### src/design/dz_pkg.sv
`default_nettype none

package dz_pkg;

    // cycle order red -> green -> yellow
    typedef enum logic [1:0] {
        ph_red    = 2'd0,
        ph_green  = 2'd1,
        ph_yellow = 2'd2
    } phase_t;

    typedef struct packed {
        logic red;
        logic yellow;
        logic green;
    } lamp_t;

    typedef struct packed {
        phase_t     phase;
        logic [2:0] digit;
    } disp_t;

    // row is active low, columns active high
    typedef struct packed {
        logic [7:0] row;
        logic [7:0] colr;
        logic [7:0] colg;
    } matrix_t;

    localparam int unsigned max_digit = 5;

    // [digit][row] column pattern with msb as the leftmost column
    localparam logic [7:0] glyph_font [6][8] = '{
        '{8'h00, 8'h3c, 8'h42, 8'h42, 8'h42, 8'h42, 8'h42, 8'h3c},    // 0
        '{8'h00, 8'h18, 8'h18, 8'h38, 8'h18, 8'h18, 8'h18, 8'h7e},    // 1
        '{8'h00, 8'h3c, 8'h66, 8'h06, 8'h0c, 8'h30, 8'h60, 8'h7e},    // 2
        '{8'h00, 8'h3c, 8'h66, 8'h06, 8'h1c, 8'h06, 8'h66, 8'h3c},    // 3
        '{8'h00, 8'h0c, 8'h1c, 8'h2c, 8'h4c, 8'h7e, 8'h0c, 8'h0c},    // 4
        '{8'h7e, 8'h60, 8'h7c, 8'h06, 8'h06, 8'h66, 8'h3c, 8'h00}     // 5 sits one row higher
    };

endpackage

`default_nettype wire
### src/design/crossing_top.sv
`timescale 1ns/1ns
`default_nettype none

module crossing_top import dz_pkg::*; #(
    parameter int unsigned SCAN_DIV    = 1000,
    parameter int unsigned SEC_DIV     = 1000000,
    parameter int unsigned RED_SECS    = 5,
    parameter int unsigned GREEN_SECS  = 5,
    parameter int unsigned YELLOW_SECS = 2
) (
    input  logic    clk,
    input  logic    rst,
    input  logic    hold,
    output lamp_t   lamps,
    output matrix_t matrix
);

    logic  scan_tick;
    logic  sec_tick;
    disp_t disp;

    tick_gen #(
        .SCAN_DIV (SCAN_DIV),
        .SEC_DIV  (SEC_DIV)
    ) i_tick_gen (
        .clk       (clk),
        .rst       (rst),
        .scan_tick (scan_tick),
        .sec_tick  (sec_tick)
    );

    phase_ctrl #(
        .RED_SECS    (RED_SECS),
        .GREEN_SECS  (GREEN_SECS),
        .YELLOW_SECS (YELLOW_SECS)
    ) i_phase_ctrl (
        .clk      (clk),
        .rst      (rst),
        .sec_tick (sec_tick),
        .hold     (hold),
        .lamps    (lamps),
        .disp     (disp)
    );

    dz_show i_dz_show (
        .clk       (clk),
        .rst       (rst),
        .scan_tick (scan_tick),
        .disp      (disp),
        .matrix    (matrix)
    );

endmodule

`default_nettype wire

### src/design/dz_show.sv
`timescale 1ns/1ns
`default_nettype none

module dz_show import dz_pkg::*; (
    input  logic    clk,
    input  logic    rst,
    input  logic    scan_tick,
    input  disp_t   disp,
    output matrix_t matrix
);

    logic [2:0] row_cnt;
    logic       run;        // set by the first scan strobe
    logic [7:0] glyph;
    logic       use_r;
    logic       use_g;

    always_ff @(posedge clk or posedge rst)
    begin
        if (rst)
        begin
            row_cnt <= 3'd0;
            run     <= 1'b0;
        end
        else if (scan_tick)
        begin
            row_cnt <= row_cnt + 3'd1;    // 7 wraps to 0
            run     <= 1'b1;
        end
    end

    // digits past the font draw nothing
    always_comb
    begin
        if (disp.digit > 3'(max_digit))
            glyph = 8'h00;
        else
            glyph = glyph_font[disp.digit][row_cnt];
    end

    // yellow lights both column sets
    always_comb
    begin
        case (disp.phase)
            ph_red:
            begin
                use_r = 1'b1;
                use_g = 1'b0;
            end
            ph_green:
            begin
                use_r = 1'b0;
                use_g = 1'b1;
            end
            ph_yellow:
            begin
                use_r = 1'b1;
                use_g = 1'b1;
            end
            default:
            begin
                use_r = 1'b0;
                use_g = 1'b0;
            end
        endcase
    end

    always_ff @(posedge clk or posedge rst)
    begin
        if (rst)
        begin
            matrix.row  <= 8'hff;
            matrix.colr <= 8'h00;
            matrix.colg <= 8'h00;
        end
        else
        begin
            if (run)
                matrix.row <= ~(8'h01 << row_cnt);    // one row pulled low
            else
                matrix.row <= 8'hff;
            matrix.colr <= use_r ? glyph : 8'h00;
            matrix.colg <= use_g ? glyph : 8'h00;
        end
    end

endmodule

`default_nettype wire

### src/design/phase_ctrl.sv
`timescale 1ns/1ns
`default_nettype none

module phase_ctrl import dz_pkg::*; #(
    parameter int unsigned RED_SECS    = 5,
    parameter int unsigned GREEN_SECS  = 5,
    parameter int unsigned YELLOW_SECS = 2
) (
    input  logic  clk,
    input  logic  rst,
    input  logic  sec_tick,
    input  logic  hold,
    output lamp_t lamps,
    output disp_t disp
);

    disp_t state;

    function automatic phase_t next_phase(input phase_t ph);
        phase_t nxt;
        case (ph)
            ph_red:    nxt = ph_green;
            ph_green:  nxt = ph_yellow;
            default:   nxt = ph_red;      // yellow and the unused code
        endcase
        return nxt;
    endfunction

    function automatic logic [2:0] phase_len(input phase_t ph);
        logic [2:0] len;
        case (ph)
            ph_green:  len = 3'(GREEN_SECS);
            ph_yellow: len = 3'(YELLOW_SECS);
            default:   len = 3'(RED_SECS);
        endcase
        return len;
    endfunction

    always_ff @(posedge clk or posedge rst)
    begin
        if (rst)
        begin
            state.phase <= ph_red;
            state.digit <= 3'(RED_SECS);
        end
        else if (sec_tick && !hold)
        begin
            if (state.digit == 3'd0)
            begin
                // count passed zero, move on and load the new length
                state.phase <= next_phase(state.phase);
                state.digit <= phase_len(next_phase(state.phase));
            end
            else
            begin
                state.digit <= state.digit - 3'd1;
            end
        end
    end

    // exactly one lamp lit
    always_comb
    begin
        lamps = '0;
        case (state.phase)
            ph_green:  lamps.green  = 1'b1;
            ph_yellow: lamps.yellow = 1'b1;
            default:   lamps.red    = 1'b1;
        endcase
    end

    assign disp = state;

endmodule

`default_nettype wire

### src/design/tick_gen.sv
`timescale 1ns/1ns
`default_nettype none

module tick_gen #(
    parameter int unsigned SCAN_DIV = 1000,
    parameter int unsigned SEC_DIV  = 1000000
) (
    input  logic clk,
    input  logic rst,
    output logic scan_tick,
    output logic sec_tick
);

    localparam int unsigned div_max = (SCAN_DIV > SEC_DIV) ? SCAN_DIV : SEC_DIV;
    localparam int unsigned cnt_w   = $clog2(div_max + 1);
    localparam int unsigned div_tab [2] = '{SCAN_DIV, SEC_DIV};

    // one down counter per strobe
    for (genvar i = 0; i < 2; i++)
    begin : g_div
        logic [cnt_w-1:0] cnt;
        logic             pulse;

        always_ff @(posedge clk or posedge rst)
        begin
            if (rst)
            begin
                cnt   <= cnt_w'(div_tab[i] - 1);
                pulse <= 1'b0;
            end
            else if (cnt == '0)
            begin
                cnt   <= cnt_w'(div_tab[i] - 1);    // reload
                pulse <= 1'b1;
            end
            else
            begin
                cnt   <= cnt - 1'b1;
                pulse <= 1'b0;
            end
        end
    end

    assign scan_tick = g_div[0].pulse;
    assign sec_tick  = g_div[1].pulse;

endmodule

`default_nettype wire

### config.mk
export PLATFORM = sky130hd
export DESIGN_NAME = crossing_top
export DESIGN_NICKNAME = d
export VERILOG_FILES = /design/src/design/dz_pkg.sv /design/src/design/crossing_top.sv /design/src/design/dz_show.sv /design/src/design/phase_ctrl.sv /design/src/design/tick_gen.sv
export SDC_FILE = /design/constraint.sdc
export NUM_CORES = 1
export LEC_CHECK = 0
export CAP_MARGIN = 30
export CORE_MARGIN = 4
export CORE_UTILIZATION = 45
export CTS_BUF_LIST = sky130_fd_sc_hd__clkbuf_8
export DETAILED_ROUTE_END_ITERATION = 10
export DONT_BUFFER_PORTS = 1
export PLACE_DENSITY_LB_ADDON = 0.3
export SETUP_SLACK_MARGIN = 0.1
export SLEW_MARGIN = 20
export SYNTH_ARGS = -nofsm -noshare
export SYNTH_HDL_FRONTEND = slang
export SYNTH_SLANG_ARGS = --single-unit
### constraint.sdc
create_clock -name clk -period 2.7 [get_ports clk]
set_input_delay 0.405 -clock clk [delete_from_list [all_inputs] [get_ports clk]]
set_output_delay 0.405 -clock clk [all_outputs]
set_load 0.01 [all_outputs]
==> flow_summary.ini, run 1 <==
[floorplan]
floorplan.io_pins = 30
die-height_um = 99.68
die_area_um2 = 9936
floorplan.rows = 33
die_x_um = 99.68
core_area_um2 = 8217
initial_core_util = 0.4603

[finish]
layout.nets = 399
layout-drive-gt1-share = 0.1723
syn_to_final_growth_pct = 6.417
antenna_cells_inserted = 0
fin_cells = 488
fillerInstances = 739

[timing]
finalHoldViolations = 0
setup_viol = 0
rsz0062_at_grt = false
fin_crit_sh = 0.7491
clock-skew-final_ps = 11.04
max_slew_margin = 0.4996
finalSetupTns_ps = 0
max_freq_mhz = 494.4
timing_worst_slew_pin_value_ps = 750.6
period_minus_slack_ps = 2023
report.final.slew_viol_count = 0

[power_and_ir_drop]
leakage_nw = 1.688
worst_ir_drop_on_vdd_mv = 0.2132
cellPowerDensity_nw_per_um2 = 462.4

[drt]
drt_pre_antenna_iters = 4
drt_wl_total_um = 7182
detail_route.vias_per_cell = 5.637
post_drt_wl_per_cell_um = 14.72
dr_total_vias = 2751
remaining_drc_errors = 0
antenna_violating_nets_post_route = 0
dr.first_iter.drc_count = 91

[yosys]
number_of_instances_in_the_synthesized_netlist = 381
synth_flop_cell = dfrtp_1
synthesis.area_per_instance_um2 = 9.928
synth_cell_types = 55
edff_count_synth = 0
post_synth_instance_area_um2 = 3782
synth_warnings = 0
synth_commonest_cells = dfrtp_1 (41), nand2_1 (38), nor2_1 (33)
synth_top_cell_area_share = 0.2713
postSynthRegisterBits = 71
area_leader_netlist = dfrtp_1
synth.yosys.seq_area_share = 0.4797
async_reset_ff_frac = 1.000
synth_top_cells_by_area = dfrtp_1 (27%), dfstp_2 (21%), ha_1 (6.0%)
synth.most_common_cell = dfrtp_1

[grt]
grt_max_degree = 72
number_of_antenna_violations_at_the_first_check_in_global_routing = 0
gr-usage-all-layers = 0.1517
grt_first_pass_wirelength_um = 12220
overflow = 0
via_count_of_the_first_global_routing_pass = 2742

[clocking]
clk_transition_reported_paths_ps = 70
post_cts_hold_buffer_count = 0
cts-buffers-inserted = 9
post_cts_setup_buffer_count = 0
clock_tree.buffer_depth = 2
cts_resized = 0
cts_root_buffer = clkbuf_8
clk_latency_ps = 350
ctsHtreeMaxLevel = 3
tritoncts = yes
clkSinkCount = 71

[place]
numPortBuffers = 0
placedCellCount = 472
gp_congestion = 0.9122
hpwlAfterDp_um = 4844

[setup_path]
timing.critical_path.from_type = flop
cp_data_arrival_time_ps = 2230
endpoint_kind = flop
worst_reg2reg_path_depth = 6
critPathKind = flop to flop
path_max_fanout = 13
cp_data_required_time_ps = 2910

[worst_hold_path]
min-delay-path-class = input pin to async pin

[run_status]
outcome = finished, final reports clean

[run]
max_cap_viol_count = 0
## stage by stage
step                power, W  cell area, µm²  hold slack (ps)    util  setup WS, ps
floorplan           0.001137            3794            441.3       -         548.1
global placement    0.001149            3859            396.3  0.4696         706.4
detailed placement  0.001151            3859            405.3  0.4696         688.5
CTS                 0.001891            4025            22.35  0.4899         670.8
global route        0.001946            4025            35.45  0.4899         478.5
finish              0.001861            4025            7.125  0.4899         677.4
## worst max-delay path, stage by stage (launching register included)
cell      delay (ps)
dfstp_2          680
inv_1            130
ha_1             370
o21ai_0          180
a21oi_1          100
a311oi_1         330
nor3_1            90
## power by group
group          leakage (nW)  switching (W)  total (W)  internal (W)
sequential            0.851     0.00000592    0.00107       0.00107
clock                0.0862       0.000404   0.000730      0.000326
combinational         0.751      0.0000403  0.0000560     0.0000158
## sequential cells by signal, indices dropped and copies added (netlist names)
register              flops
i_tick_gen.g_div.cnt     40
i_dz_show.matrix         20
i_phase_ctrl.disp         5
i_dz_show.row_cnt         3
i_dz_show.run             1
i_tick_gen.scan_tick      1
i_tick_gen.sec_tick       1
## routing by layer
| layer | part of all wire | wire length [µm] | global-route usage |
|---|---|---|---|
| met4 | 0.022 | 161 | 0.07353 |
| met2 | 0.49 | 3492 | 0.2540 |
| met3 | 0.041 | 297 | 0.03787 |
| met1 | 0.45 | 3231 | 0.1815 |
| met5 | 0 | 0 | 0 |
## cells in the final DEF (no fill, tap or decap), types with 6 or more instances in the layout
master,instances
or3_1,6
dfstp_2,30
nor3_1,13
or4_1,6
ha_1,18
inv_1,17
nor2b_1,6
o21ai_0,15
clkbuf_8,9
nand3_1,12
nand2_1,38
o31ai_1,10
xor2_1,18
nor4_1,6
dfrtp_1,41
a21oi_1,14
nor2_1,33
## logic make-up after synthesis
family | share of synthesized area
compound gates | 0.1204
xor+xnor | 0.05094
flops | 0.4797
buf+inv | 0.04102
simple gates | 0.2273
other cells | 0.0009914
fa+ha+maj | 0.05954
mux | 0.02018
## final cells by class
cell class,count,area [µm²],area share
timing repair buffer,1,20.02,0.004974
multi-input combinational,277,1824,0.4532
sequential,71,1814,0.4507
inverter,18,68.82,0.01710
clock inverter,7,42.54,0.01057
clock buffer,9,123.9,0.03077
tap,105,131.4,0.03264
## worst paths after layout
check,endpoint,slack (ps),start
min reg2reg,i_tick_gen.g_div[0].cnt[0],480,i_tick_gen.g_div[0].cnt[0]
min,i_tick_gen.g_div[1].cnt[10],7,rst
max reg2reg,i_dz_show.matrix[12],680,i_phase_ctrl.disp[0]
max,i_dz_show.matrix[12],680,i_phase_ctrl.disp[0]
min in group clk,i_phase_ctrl.disp[0],300,hold
max in group asynchronous,i_dz_show.matrix[17],2340,rst
Power figures use the tool's default switching activity.
==> run 2: changes to the inputs <==
==> constraint.sdc (replaced) <==
create_clock -name clk -period 1.8 [get_ports clk]
set_input_delay 0.27 -clock clk [delete_from_list [all_inputs] [get_ports clk]]
set_output_delay 0.27 -clock clk [all_outputs]
set_load 0.01 [all_outputs]
==> run 2 against run 1 <==
Via count grew 9.1%. Worst setup slack worse by 630 ps. Hold slack improved by 210 ps. Count of clock-buffer cells in the layout is the same. Global-route usage rose by 1.1 points. Clock skew is 3.0 ps higher. Die area unchanged. First-iteration DRC count rose by 20%. Clock power is 99% higher. Critical path type unchanged. Critical path depth is the same.
==> flow_summary.ini, run 2 (synthesis gave the netlist of run 1 again) <==
[finish]
final_common_cell = buf_4
flip_flop_count_of_the_largest_register_all_copies_and_words_added = 40
antenna_cells_inserted = 0
fillerInstances = 638
largest_register = i_tick_gen.g_div.cnt
layout.cells.most_common_list = buf_4 (49), dfrtp_1 (41), nand2_1 (30), dfstp_2 (29), nor2_1 (23)
syn_to_final_growth_pct = 29.44
fin_cells = 544
layout.nets = 455
layout-drive-gt1-share = 0.4032

[drt]
drt_pre_antenna_iters = 4
dr_total_vias = 3002
antenna_violating_nets_post_route = 0
dr.first_iter.drc_count = 109
remaining_drc_errors = 0
drt_wl_total_um = 8347
detail_route.vias_per_cell = 5.518
post_drt_wl_per_cell_um = 15.34

[run]
max_cap_viol_count = 0

[setup_path]
critPathKind = flop to flop
path_max_fanout = 3
cp_slowest_cell = or4_4
timing.critical_path.from_type = flop
worst_path_largest_cell_delay_ps = 490
reg2reg_from = i_tick_gen.g_div[0].cnt[4]
cp_data_arrival_time_ps = 2040
endpoint_kind = flop
critical_path.startpoint = i_tick_gen.g_div[0].cnt[4]
timing.critical_path.buf_inv = 2
critPathMostFrequentCell = buf_4
critical_path.top_delay_family = simple AND/OR/NAND/NOR gates
crit_chain = buf_4, nor4_4, buf_4, nand4b_1, or4_4, a21oi_2
cp_data_required_time_ps = 2080

[timing]
worst_slack_ps = 43.13
rsz0062_at_grt = true
period_minus_slack_ps = 1757
fin_crit_sh = 0.9760
fin_worst_hold_slack_ps = 220.0
clock-skew-final_ps = 14.00
finalSetupTns_ps = 0
setup_viol = 0
report.final.slew_viol_count = 0
finalHoldViolations = 0
max_freq_mhz = 569.2

[grt]
gr-usage-all-layers = 0.1629
overflow = 0
via_count_of_the_first_global_routing_pass = 2878
grt_first_pass_wirelength_um = 13150
grt_max_degree = 52
number_of_antenna_violations_at_the_first_check_in_global_routing = 0

[power_and_ir_drop]
cellPowerDensity_nw_per_um2 = 648.3
leakage_nw = 2.039
comb_power_share = 0.038
cell_internal_power_dissipation_w = 0.002433
share_seq_of_total_power = 0.506
worst_ir_drop_on_vdd_mv = 0.3265
power_switching_share = 0.2334
p_sw_w = 0.0007407
total_power_w = 0.003174
power_frac_clock = 0.456

[floorplan]
die_area_um2 = 9936
core_area_um2 = 8217
initial_core_util = 0.4603
floorplan.io_pins = 30
die-height_um = 99.68
floorplan.rows = 33
die_x_um = 99.68

[place]
pre_cts_slack_ps = 50.51
hpwlAfterDp_um = 5290
placedCellCount = 507
gp_congestion = 0.9166
numPortBuffers = 0

[clocking]
cts-buffers-inserted = 9
ctsHtreeMaxLevel = 3
tritoncts = yes
cts_root_buffer = clkbuf_8
clk_transition_reported_paths_ps = 90
clock_tree.buffer_depth = 2
clkSinkCount = 71
clk_latency_ps = 360

[worst_hold_path]
worstHoldStart = hold
min-delay-path-class = input pin to flop

[run_status]
outcome = finished, final reports clean
[run 2: per-stage QoR]
stage                     cell area (µm²)  utilization
after global placement               4159       0.5062
after floorplan                      3849            -
after detailed placement             4159       0.5062
after CTS                            4493       0.5468
after global routing                 4896       0.5959
final                                4896       0.5959
[run 2: path summary, 6_finish.rpt]
path                            slack [ps]  cells after the start                          end
worst max register to register          40                      6  i_tick_gen.g_div[0].cnt[13]
worst min-delay path                   220                      2         i_phase_ctrl.disp[0]
min in group asynchronous              410                      2         i_dz_show.matrix[10]
worst min register to register         480                      1   i_tick_gen.g_div[0].cnt[0]
worst max-delay path                    40                      6  i_tick_gen.g_div[0].cnt[13]
max in group asynchronous              730                      3  i_tick_gen.g_div[1].cnt[16]
[run 2: per-layer routing]
layer,global-route usage,up-vias,wire [µm]
li1,-,1447,-
met1,0.2098,1472,3630
met2,0.2586,66,4227
met3,0.04137,17,318
met4,0.07143,0,170
met5,0,-,0
[run 2: power by group through the flow]
stage                     combinational [W]  sequential, W  clock, W
final                              0.000120        0.00161   0.00145
after global routing               0.000135        0.00161   0.00156
after CTS                          0.000108        0.00161   0.00148
after detailed placement           0.000101        0.00164         0
after global placement            0.0000983        0.00164         0
after floorplan                   0.0000746        0.00164         0
[run 2: area by class of cell]
type / instances / area (µm²) / share of cell area
timing repair buffer: 57 / 483.0 / 0.09865
sequential: 71 / 1818 / 0.3713
multi-input combinational: 277 / 2158 / 0.4408
clock inverter: 7 / 95.09 / 0.01942
inverter: 18 / 86.33 / 0.01763
clock buffer: 9 / 123.9 / 0.02530
tap: 105 / 131.4 / 0.02683
[run 2: worst register-to-register path, cell delays in order, from the launching register on]
cell and delay, ps:
dfrtp_1 400, buf_4 150, nor4_4 140, buf_4 150
nand4b_1 220, or4_4 490, a21oi_2 140
[run 2: repair_timing]
item                                    4_1_cts  5_1_grt
endpoints found under the setup margin       22       52
hold endpoints to repair                     12        0
hold buffers                                  1        0
pin swaps                                     5       24
setup buffers                                 9       10
gates resized for setup                       7       79
cloned                                        0        2
